### config.mk
export PLATFORM = sky130hd
export DESIGN_NAME = core
export DESIGN_NICKNAME = d
export VERILOG_FILES = /design/src/rtl/core_pkg.sv /design/src/rtl/inst_fetch.sv /design/src/rtl/fetch_buffer.sv /design/src/rtl/inst_decode.sv /design/src/rtl/issue_stage.sv /design/src/rtl/int_regfile.sv /design/src/rtl/alu_pipe.sv /design/src/rtl/core.sv
export SDC_FILE = /design/constraint.sdc
export NUM_CORES = 2
export LEC_CHECK = 0
export BUFFER_PORTS_ARGS = -buffer_cell sky130_fd_sc_hd__buf_2
export CORE_ASPECT_RATIO = 1.1
export CORE_MARGIN = 2
export CORE_UTILIZATION = 60
export CTS_CLUSTER_SIZE = 25
export DETAILED_ROUTE_END_ITERATION = 6
export HOLD_SLACK_MARGIN = 0.12
export PLACE_DENSITY_LB_ADDON = 0.12
export SYNTH_ARGS = -nofsm -noshare
export SYNTH_HDL_FRONTEND = slang
export SYNTH_HIERARCHICAL = 1
export SYNTH_SLANG_ARGS = --single-unit
### constraint.sdc
create_clock -name clock -period 16.15 [get_ports clock]
set_input_delay 2.4225 -clock clock [delete_from_list [all_inputs] [get_ports clock]]
set_output_delay 2.4225 -clock clock [all_outputs]
set_load 0.005 [all_outputs]
### src/rtl/core_pkg.sv
// ==========================================================================
// core package: widths, opcodes and ALU operation encoding, the instruction
// word views, fetch buffer entry, micro-op and retire structs, reset PC
// ==========================================================================
package core_pkg;

  localparam int xlen            = 32;
  localparam int line_insts      = 4;
  localparam int line_width      = 128;
  localparam int fb_depth        = 8;
  localparam int fb_ptr_width    = $clog2(fb_depth);
  localparam int fb_count_width  = $clog2(fb_depth + 1);
  localparam int reg_index_width = 5;

  localparam logic [xlen-1:0] reset_pc = '0;

  localparam logic [6:0] opcode_op     = 7'b0110011;
  localparam logic [6:0] opcode_op_imm = 7'b0010011;
  localparam logic [6:0] opcode_lui    = 7'b0110111;

  typedef enum logic [3:0] {
    alu_add,
    alu_sub,
    alu_sll,
    alu_slt,
    alu_sltu,
    alu_xor,
    alu_srl,
    alu_sra,
    alu_or,
    alu_and
  } alu_op_t;

  typedef struct packed {
    logic [6:0]                 funct7;
    logic [reg_index_width-1:0] rs2;
    logic [reg_index_width-1:0] rs1;
    logic [2:0]                 funct3;
    logic [reg_index_width-1:0] rd;
    logic [6:0]                 opcode;
  } r_view_t;

  typedef struct packed {
    logic [11:0]                imm;
    logic [reg_index_width-1:0] rs1;
    logic [2:0]                 funct3;
    logic [reg_index_width-1:0] rd;
    logic [6:0]                 opcode;
  } i_view_t;

  // one instruction word, read as r-type or i-type
  typedef union packed {
    r_view_t r;
    i_view_t i;
  } inst_word_t;

  typedef struct packed {
    logic [xlen-1:0] pc;
    inst_word_t      inst;
  } fb_entry_t;

  typedef struct packed {
    logic                       valid;
    logic [xlen-1:0]            pc;
    alu_op_t                    alu_op;
    logic [reg_index_width-1:0] rs1;
    logic                       rs1_used;
    logic [reg_index_width-1:0] rs2;
    logic                       rs2_used;
    logic [xlen-1:0]            imm;
    logic                       use_imm;
    logic                       lui;
    logic [reg_index_width-1:0] rd;
    logic                       rd_valid;
    logic                       illegal;
  } micro_op_t;

  // rd is zero whenever nothing is written
  typedef struct packed {
    logic                       valid;
    logic [xlen-1:0]            pc;
    logic [reg_index_width-1:0] rd;
    logic [xlen-1:0]            data;
    logic                       illegal;
  } retire_t;

endpackage

### src/rtl/inst_fetch.sv
// ==========================================================================
// instruction fetch: line address register, icache line split into four
// fetch buffer entries, push when the buffer has room for a whole line
// ==========================================================================
`timescale 1ns/100ps

module inst_fetch import core_pkg::*; (
  input  logic                       clock,
  input  logic                       reset,
  input  logic [line_width-1:0]      icache_data,
  input  logic                       icache_data_valid,
  input  logic [fb_count_width-1:0]  free_count,
  output logic [xlen-1:0]            icache_addr,
  output fb_entry_t [line_insts-1:0] line,
  output logic                       push
);

  // whole line or nothing
  assign push = icache_data_valid && (free_count >= fb_count_width'(line_insts));

  always_ff @(posedge clock) begin
    if (reset) begin
      icache_addr <= reset_pc;
    end else if (push) begin
      icache_addr <= icache_addr + xlen'(line_insts * 4);
    end
  end

  // lowest word holds the instruction at the line address
  always_comb begin
    for (int i = 0; i < line_insts; i++) begin
      line[i].pc   = icache_addr + xlen'(4 * i);
      line[i].inst = icache_data[xlen*i +: xlen];
    end
  end

  // the buffer never reports more room than its depth
  a_free_count_range: assert property (
    @(posedge clock) disable iff (reset)
    free_count <= fb_count_width'(fb_depth)
  );

endmodule

### src/rtl/fetch_buffer.sv
// ==========================================================================
// fetch buffer: eight entry circular queue, four entries in per push,
// one entry out per pop
// ==========================================================================
`timescale 1ns/100ps

module fetch_buffer import core_pkg::*; (
  input  logic                       clock,
  input  logic                       reset,
  input  fb_entry_t [line_insts-1:0] line,
  input  logic                       push,
  input  logic                       pop,
  output fb_entry_t                  head,
  output logic                       head_valid,
  output logic [fb_count_width-1:0]  free_count
);

  fb_entry_t                 mem [fb_depth];
  logic [fb_ptr_width-1:0]   wr_ptr;
  logic [fb_ptr_width-1:0]   rd_ptr;
  logic [fb_count_width-1:0] count;
  logic [fb_count_width-1:0] count_next;

  assign head       = mem[rd_ptr];
  assign head_valid = (count != '0);
  assign free_count = fb_count_width'(fb_depth) - count;

  always_comb begin
    count_next = count;
    if (push) begin
      count_next = count_next + fb_count_width'(line_insts);
    end
    if (pop) begin
      count_next = count_next - 1'b1;
    end
  end

  always_ff @(posedge clock) begin
    if (reset) begin
      wr_ptr <= '0;
      rd_ptr <= '0;
      count  <= '0;
    end else begin
      if (push) begin
        wr_ptr <= wr_ptr + fb_ptr_width'(line_insts);
      end
      if (pop) begin
        rd_ptr <= rd_ptr + 1'b1;
      end
      count <= count_next;
    end
  end

  // pointer wraps on its own since depth is a power of two
  always_ff @(posedge clock) begin
    if (push) begin
      for (int i = 0; i < line_insts; i++) begin
        mem[wr_ptr + fb_ptr_width'(i)] <= line[i];
      end
    end
  end

  a_no_overflow: assert property (
    @(posedge clock) disable iff (reset)
    push |-> (count <= fb_count_width'(fb_depth - line_insts))
  );

  // decode only pops what it has seen at the head
  a_no_underflow: assert property (
    @(posedge clock) disable iff (reset)
    pop |-> (count != '0)
  );

endmodule

### src/rtl/inst_decode.sv
// ==========================================================================
// instruction decode: OP, OP-IMM and LUI into a micro-op, one register
// stage that holds while issue stalls
// ==========================================================================
`timescale 1ns/100ps

module inst_decode import core_pkg::*; (
  input  logic      clock,
  input  logic      reset,
  input  fb_entry_t head,
  input  logic      head_valid,
  input  logic      hold,
  output logic      pop,
  output micro_op_t uop
);

  inst_word_t word;
  micro_op_t  dec;
  logic       writes_rd;

  // alt selects sub and sra
  function automatic alu_op_t alu_from_funct3(input logic [2:0] funct3, input logic alt);
    case (funct3)
      3'b000:  return alt ? alu_sub : alu_add;
      3'b001:  return alu_sll;
      3'b010:  return alu_slt;
      3'b011:  return alu_sltu;
      3'b100:  return alu_xor;
      3'b101:  return alt ? alu_sra : alu_srl;
      3'b110:  return alu_or;
      default: return alu_and;
    endcase
  endfunction

  assign word = head.inst;
  assign pop  = head_valid && !hold;

  always_comb begin
    dec       = '0;
    writes_rd = 1'b0;
    dec.valid = head_valid;
    dec.pc    = head.pc;
    dec.rs1   = word.r.rs1;
    dec.rs2   = word.r.rs2;
    dec.rd    = word.r.rd;
    dec.imm   = {{(xlen-12){word.i.imm[11]}}, word.i.imm};
    case (word.r.opcode)
      opcode_op: begin
        dec.alu_op   = alu_from_funct3(word.r.funct3, word.r.funct7[5]);
        dec.rs1_used = 1'b1;
        dec.rs2_used = 1'b1;
        writes_rd    = 1'b1;
      end
      opcode_op_imm: begin
        dec.alu_op   = alu_from_funct3(word.i.funct3,
                                       (word.i.funct3 == 3'b101) && word.i.imm[10]);
        dec.rs1_used = 1'b1;
        dec.use_imm  = 1'b1;
        writes_rd    = 1'b1;
        // shift amount only
        if (word.i.funct3 == 3'b001 || word.i.funct3 == 3'b101) begin
          dec.imm = {{(xlen-5){1'b0}}, word.i.imm[4:0]};
        end
      end
      opcode_lui: begin
        dec.imm     = {word.i.imm, word.i.rs1, word.i.funct3, 12'b0};
        dec.use_imm = 1'b1;
        dec.lui     = 1'b1;
        writes_rd   = 1'b1;
      end
      default: dec.illegal = 1'b1;
    endcase
    dec.rd_valid = writes_rd && (word.r.rd != '0);
  end

  always_ff @(posedge clock) begin
    if (reset) begin
      uop <= '0;
    end else if (!hold) begin
      uop <= dec;
    end
  end

endmodule

### src/rtl/issue_stage.sv
// ==========================================================================
// issue stage: busy bit scoreboard, hazard hold and operand selection
// for one micro-op per cycle
// ==========================================================================
`timescale 1ns/100ps

module issue_stage import core_pkg::*; (
  input  logic                       clock,
  input  logic                       reset,
  input  micro_op_t                  uop,
  input  retire_t                    wb,
  input  logic [xlen-1:0]            rs1_data,
  input  logic [xlen-1:0]            rs2_data,
  output logic [reg_index_width-1:0] rs1_index,
  output logic [reg_index_width-1:0] rs2_index,
  output logic                       hold,
  output micro_op_t                  issued,
  output logic [xlen-1:0]            op_a,
  output logic [xlen-1:0]            op_b
);

  logic [2**reg_index_width-1:0] busy;
  logic                          rs1_busy;
  logic                          rs2_busy;
  logic                          take;
  logic                          wb_write;

  assign rs1_index = uop.rs1;
  assign rs2_index = uop.rs2;

  // x0 never waits
  assign rs1_busy = uop.rs1_used && (uop.rs1 != '0) && busy[uop.rs1];
  assign rs2_busy = uop.rs2_used && (uop.rs2 != '0) && busy[uop.rs2];

  assign hold     = uop.valid && (rs1_busy || rs2_busy);
  assign take     = uop.valid && !hold;
  assign wb_write = wb.valid && (wb.rd != '0);

  always_comb begin
    issued       = uop;
    issued.valid = take;
  end

  assign op_a = uop.lui ? '0 : rs1_data;
  assign op_b = uop.use_imm ? uop.imm : rs2_data;

  // a new producer wins over a write-back to the same register
  always_ff @(posedge clock) begin
    if (reset) begin
      busy <= '0;
    end else begin
      if (wb_write) begin
        busy[wb.rd] <= 1'b0;
      end
      if (take && uop.rd_valid) begin
        busy[uop.rd] <= 1'b1;
      end
    end
  end

  a_x0_never_busy: assert property (
    @(posedge clock) disable iff (reset)
    !busy[0]
  );

  // every write-back belongs to a register marked at issue
  a_wb_was_busy: assert property (
    @(posedge clock) disable iff (reset)
    wb_write |-> busy[wb.rd]
  );

endmodule

### src/rtl/int_regfile.sv
// ==========================================================================
// integer register file: 32 x 32, two combinational read ports,
// one write port from write-back, x0 reads zero
// ==========================================================================
`timescale 1ns/100ps

module int_regfile import core_pkg::*; (
  input  logic                       clock,
  input  logic                       reset,
  input  logic [reg_index_width-1:0] rs1_index,
  input  logic [reg_index_width-1:0] rs2_index,
  input  retire_t                    wb,
  output logic [xlen-1:0]            rs1_data,
  output logic [xlen-1:0]            rs2_data
);

  logic [xlen-1:0] regs [2**reg_index_width];

  always_ff @(posedge clock) begin
    if (reset) begin
      for (int i = 0; i < 2**reg_index_width; i++) begin
        regs[i] <= '0;
      end
    end else if (wb.valid && (wb.rd != '0)) begin
      regs[wb.rd] <= wb.data;
    end
  end

  assign rs1_data = (rs1_index == '0) ? '0 : regs[rs1_index];
  assign rs2_data = (rs2_index == '0) ? '0 : regs[rs2_index];

endmodule

### src/rtl/alu_pipe.sv
// ==========================================================================
// ALU pipe: RV32I integer operations and the write-back register that
// feeds the register file, the scoreboard and the retire port
// ==========================================================================
`timescale 1ns/100ps

module alu_pipe import core_pkg::*; (
  input  logic            clock,
  input  logic            reset,
  input  micro_op_t       issued,
  input  logic [xlen-1:0] op_a,
  input  logic [xlen-1:0] op_b,
  output retire_t         wb
);

  logic [xlen-1:0] result;
  logic [4:0]      shamt;

  assign shamt = op_b[4:0];

  always_comb begin
    case (issued.alu_op)
      alu_add:  result = op_a + op_b;
      alu_sub:  result = op_a - op_b;
      alu_sll:  result = op_a << shamt;
      alu_slt:  result = {{(xlen-1){1'b0}}, $signed(op_a) < $signed(op_b)};
      alu_sltu: result = {{(xlen-1){1'b0}}, op_a < op_b};
      alu_xor:  result = op_a ^ op_b;
      alu_srl:  result = op_a >> shamt;
      alu_sra:  result = $unsigned($signed(op_a) >>> shamt);
      alu_or:   result = op_a | op_b;
      alu_and:  result = op_a & op_b;
      default:  result = '0;
    endcase
  end

  // x0 writes and illegal ops retire with zero data
  always_ff @(posedge clock) begin
    if (reset) begin
      wb <= '0;
    end else begin
      wb.valid   <= issued.valid;
      wb.pc      <= issued.pc;
      wb.rd      <= issued.rd_valid ? issued.rd : '0;
      wb.data    <= issued.rd_valid ? result : '0;
      wb.illegal <= issued.illegal;
    end
  end

endmodule

### src/rtl/core.sv
// ==========================================================================
// core top level: fetch, fetch buffer, decode, issue, register file and
// ALU pipe, with write-back driving the retire port
// ==========================================================================
`timescale 1ns/100ps

module core import core_pkg::*; (
  input  logic                  clock,
  input  logic                  reset,
  input  logic [line_width-1:0] icache_data,
  input  logic                  icache_data_valid,
  output logic [xlen-1:0]       icache_addr,
  output retire_t               retire
);

  fb_entry_t [line_insts-1:0] fb_line;
  logic                       fb_push;
  logic [fb_count_width-1:0]  free_count;
  fb_entry_t                  fb_head;
  logic                       fb_head_valid;
  logic                       fb_pop;
  micro_op_t                  dec_uop;
  logic                       hold;
  logic [reg_index_width-1:0] rs1_index;
  logic [reg_index_width-1:0] rs2_index;
  logic [xlen-1:0]            rs1_data;
  logic [xlen-1:0]            rs2_data;
  micro_op_t                  issued;
  logic [xlen-1:0]            op_a;
  logic [xlen-1:0]            op_b;
  retire_t                    wb;

  inst_fetch fetch_inst (
    .clock             (clock),
    .reset             (reset),
    .icache_data       (icache_data),
    .icache_data_valid (icache_data_valid),
    .free_count        (free_count),
    .icache_addr       (icache_addr),
    .line              (fb_line),
    .push              (fb_push)
  );

  fetch_buffer fb_inst (
    .clock      (clock),
    .reset      (reset),
    .line       (fb_line),
    .push       (fb_push),
    .pop        (fb_pop),
    .head       (fb_head),
    .head_valid (fb_head_valid),
    .free_count (free_count)
  );

  inst_decode decode_inst (
    .clock      (clock),
    .reset      (reset),
    .head       (fb_head),
    .head_valid (fb_head_valid),
    .hold       (hold),
    .pop        (fb_pop),
    .uop        (dec_uop)
  );

  issue_stage issue_inst (
    .clock     (clock),
    .reset     (reset),
    .uop       (dec_uop),
    .wb        (wb),
    .rs1_data  (rs1_data),
    .rs2_data  (rs2_data),
    .rs1_index (rs1_index),
    .rs2_index (rs2_index),
    .hold      (hold),
    .issued    (issued),
    .op_a      (op_a),
    .op_b      (op_b)
  );

  int_regfile regfile_inst (
    .clock     (clock),
    .reset     (reset),
    .rs1_index (rs1_index),
    .rs2_index (rs2_index),
    .wb        (wb),
    .rs1_data  (rs1_data),
    .rs2_data  (rs2_data)
  );

  alu_pipe alu_inst (
    .clock  (clock),
    .reset  (reset),
    .issued (issued),
    .op_a   (op_a),
    .op_b   (op_b),
    .wb     (wb)
  );

  // write-back is the retire port
  assign retire = wb;

endmodule

==> qor.tcl <==
set qor(result_of_the_run) {finished, violations left}
set qor(failed_checks) {DRC}
set qor(drv_cap) 0
set qor(crit_path_start_kind) {flop}
set qor(final.fill_count) 11352
set qor(clock_path_buffers) 3
set qor(worst_slew_margin_rel_pct) 4.36
set qor(num-nets-final) 6742
set qor(critical_path_peak_fanout) 39
set qor(initial_core_utilization_pct) 60.3
set qor(hold_buffers_post_cts) 0
set qor(critical_path_s_most_frequent_cell) {buf_4}
set qor(routed-via-count) 60105
set qor(fin_skew_ns) 0.0350
set qor(worstSetupEndpointType) {flop}
set qor(clock_tree.root_cell) {clkbuf_16}
set qor(ant_nets) 0
set qor(timing_worst_setup_path_type) {flop to flop}
set qor(antenna_found_initial) 23
set qor(cts_tree) {yes}
set qor(grt_max_degree) 134
set qor(critical-path-slowest-cell) {a2111oi_0}
set qor(worstPathArrival_ns) 9.51
set qor(ctsResizeCount) 0
set qor(port_buffer_count) 229
set qor(floorplan.rows) 152
set qor(worst_skew_pair.late_latency_ns) 0.84
set qor(period_share_pct) 54.4
set qor(syn_inst) 6728
set qor(p_per_area_nw_per_um2) 201
set qor(overflow) 0
set qor(max-vdd-ir-drop_uv) 191
set qor(grt_first_pass_wirelength_microns) 414000
set qor(floorplan.die.height_microns) 419
set qor(clock_tree.htree_level_count) 4
set qor(clkTransAtPathRegs_ns) 0.07
set qor(gp_congestion) 1.01
set qor(max_freq_ghz) 0.114
set qor(final_period_minus_worst_setup_slack_ns) 8.79
set qor(synthesized_area_per_cell_sq_um) 14.0
set qor(route.detailed.drc) 6
set qor(hold_viol_final) 0
set qor(ys.warnings.count) 6
set qor(cts_setup_buffers) 0
set qor(grtUsageTotal_pct) 36.0
set qor(detail_route.iter0.violations) 7951
set qor(worstPathCellList) {buf_4 > buf_4 > buf_4 > mux4_2 > a2111oi_0 > nor3_1 > mux2_2 > inv_1 > ha_1 > nor2_1 > nor2_1 > o41ai_1 > a21oi_1 > o21ai_1 > a21o_1 > a21boi_1 > o311a_1 > a311o_1}
set qor(drt_first_pass_iters) 7
set qor(areaGrowthSynthToFinish_pct) 7.08
set qor(final_cells) 8749
set qor(static-leakage-power_uw) 0.0354
set qor(grt_setup_unrepaired) {no}
set qor(final-max-slew-violation-count) 0
set qor(critical_path_required_ns) 16.87
set qor(num_io_pins) 234
set qor(fin_setup_tns_ns) 0
set qor(worst_hold_path_type) {flop to flop}
set qor(routed_wl_microns) 288000
set qor(cts_inserted_buffers) 180
set qor(first_global_vias) 59463
set qor(dieArea_sq_um) 160000
set qor(routedWlPerCell_microns) 33.0
set qor(drt-vias-per-instance) 6.87
set qor(numClockSinks) 1768
set qor(floorplan.die.width_microns) 382
set qor(count_of_endpoints_failing_setup_in_the_final_report) 0
set qor(critical-path-max-stage-delay_ns) 1.01
set qor(dpl.hpwl_microns) 184000
set qor(numPlacedInstances) 8402
set qor(worstMarginPinSlew_ns) 1.42
set qor(final_layout_size_suffix_gt1_share_pct) 25.1
set qor(synthesized_cell_area_sq_um) 94100
set qor(fp.coreArea_sq_um) 156000
set qor(layout.core_utilization_pct) 64.6
## cell type report
| cell class | count | area [sq um] | share of cell area [%] |
|---|---|---|---|
| antenna | 16 | 40.0 | 0.0397 |
| clock buffer | 227 | 4820 | 4.79 |
| clock inverter | 104 | 1100 | 1.09 |
| inverter | 118 | 443 | 0.440 |
| multi-input combinational | 3995 | 38100 | 37.8 |
| sequential | 1768 | 50800 | 50.4 |
| tap | 2079 | 2600 | 2.58 |
| timing repair buffer | 442 | 2830 | 2.81 |
## routing by layer
metal	share of wire, %	track usage (%)	up-vias	wire (microns)
li1	-	-	24934	-
met3	10	7.68	840	29600
met5	0.013	0	-	37
met4	6.4	20.4	6	18600
met1	36	46.7	30545	105000
met2	47	56.8	3780	135000
## per-stage QoR
step	total power, uW	worst slack (ns)	hold WS (ns)	area, sq um
after floorplan	13000	1.09	0.420	94300
after global placement	15800	7.68	0.434	94800
after detailed placement	15900	7.60	0.437	94800
after CTS	20000	7.56	0.454	101000
after global routing	21000	6.88	0.464	101000
final	20300	7.36	0.452	101000
## sequential cells by signal (all words and copies together) (netlist names), named ones only
register,cells
issue_inst/busy,32
fetch_inst/icache_addr,28
fb_inst/mem,512
fb_inst/wr_ptr,1
fb_inst/count,4
alu_inst/wb,71
regfile_inst/regs,1024
decode_inst/uop,90
fb_inst/rd_ptr,3
## placed cells by master (no fill, tap or decap), types with 35 or more instances in the layout
cell	count
nor3_1	87
buf_2	228
clkbuf_16	183
conb_1	52
and2_1	1005
nor2_1	245
dfxtp_1	214
xnor2_1	36
a21oi_1	148
mux2_2	137
edfxtp_1	1536
o21ai_0	122
clkinv_1	39
mux2i_1	235
nor2b_1	114
mux4_2	670
a22oi_1	35
a2111oi_1	41
ha_1	104
o22ai_1	112
a22o_1	54
buf_4	207
or2_2	41
o31ai_1	47
inv_1	112
clkbuf_1	36
nand3_1	45
nand2_1	134
## power by group
group	switching [uW]	internal, uW
logic	6270	3880
clock network	1820	2360
registers	331	5620
total	8420	11900
## worst paths after layout
path	start	to	slack, ns	cells past startpoint
setup / recovery	decode_inst/uop[42]	alu_inst/wb[32]	7.36	18
hold / removal	decode_inst/uop[68]	alu_inst/wb[49]	0.45	1
setup reg to reg	decode_inst/uop[42]	alu_inst/wb[32]	7.36	18
hold reg to reg	decode_inst/uop[68]	alu_inst/wb[49]	0.45	1
## worst max-delay path: cells and delay by family, from the launching register on
kind                       cells  cell delay [ns]
AOI/OAI and AO/OA              8             3.35
adders and majority gates      1             0.37
buffers and inverters          4             2.51
DFF                            1             0.64
muxes                          2             1.14
and+or+nand+nor                3             0.59
No activity file was read; power rests on OpenSTA's default activity.
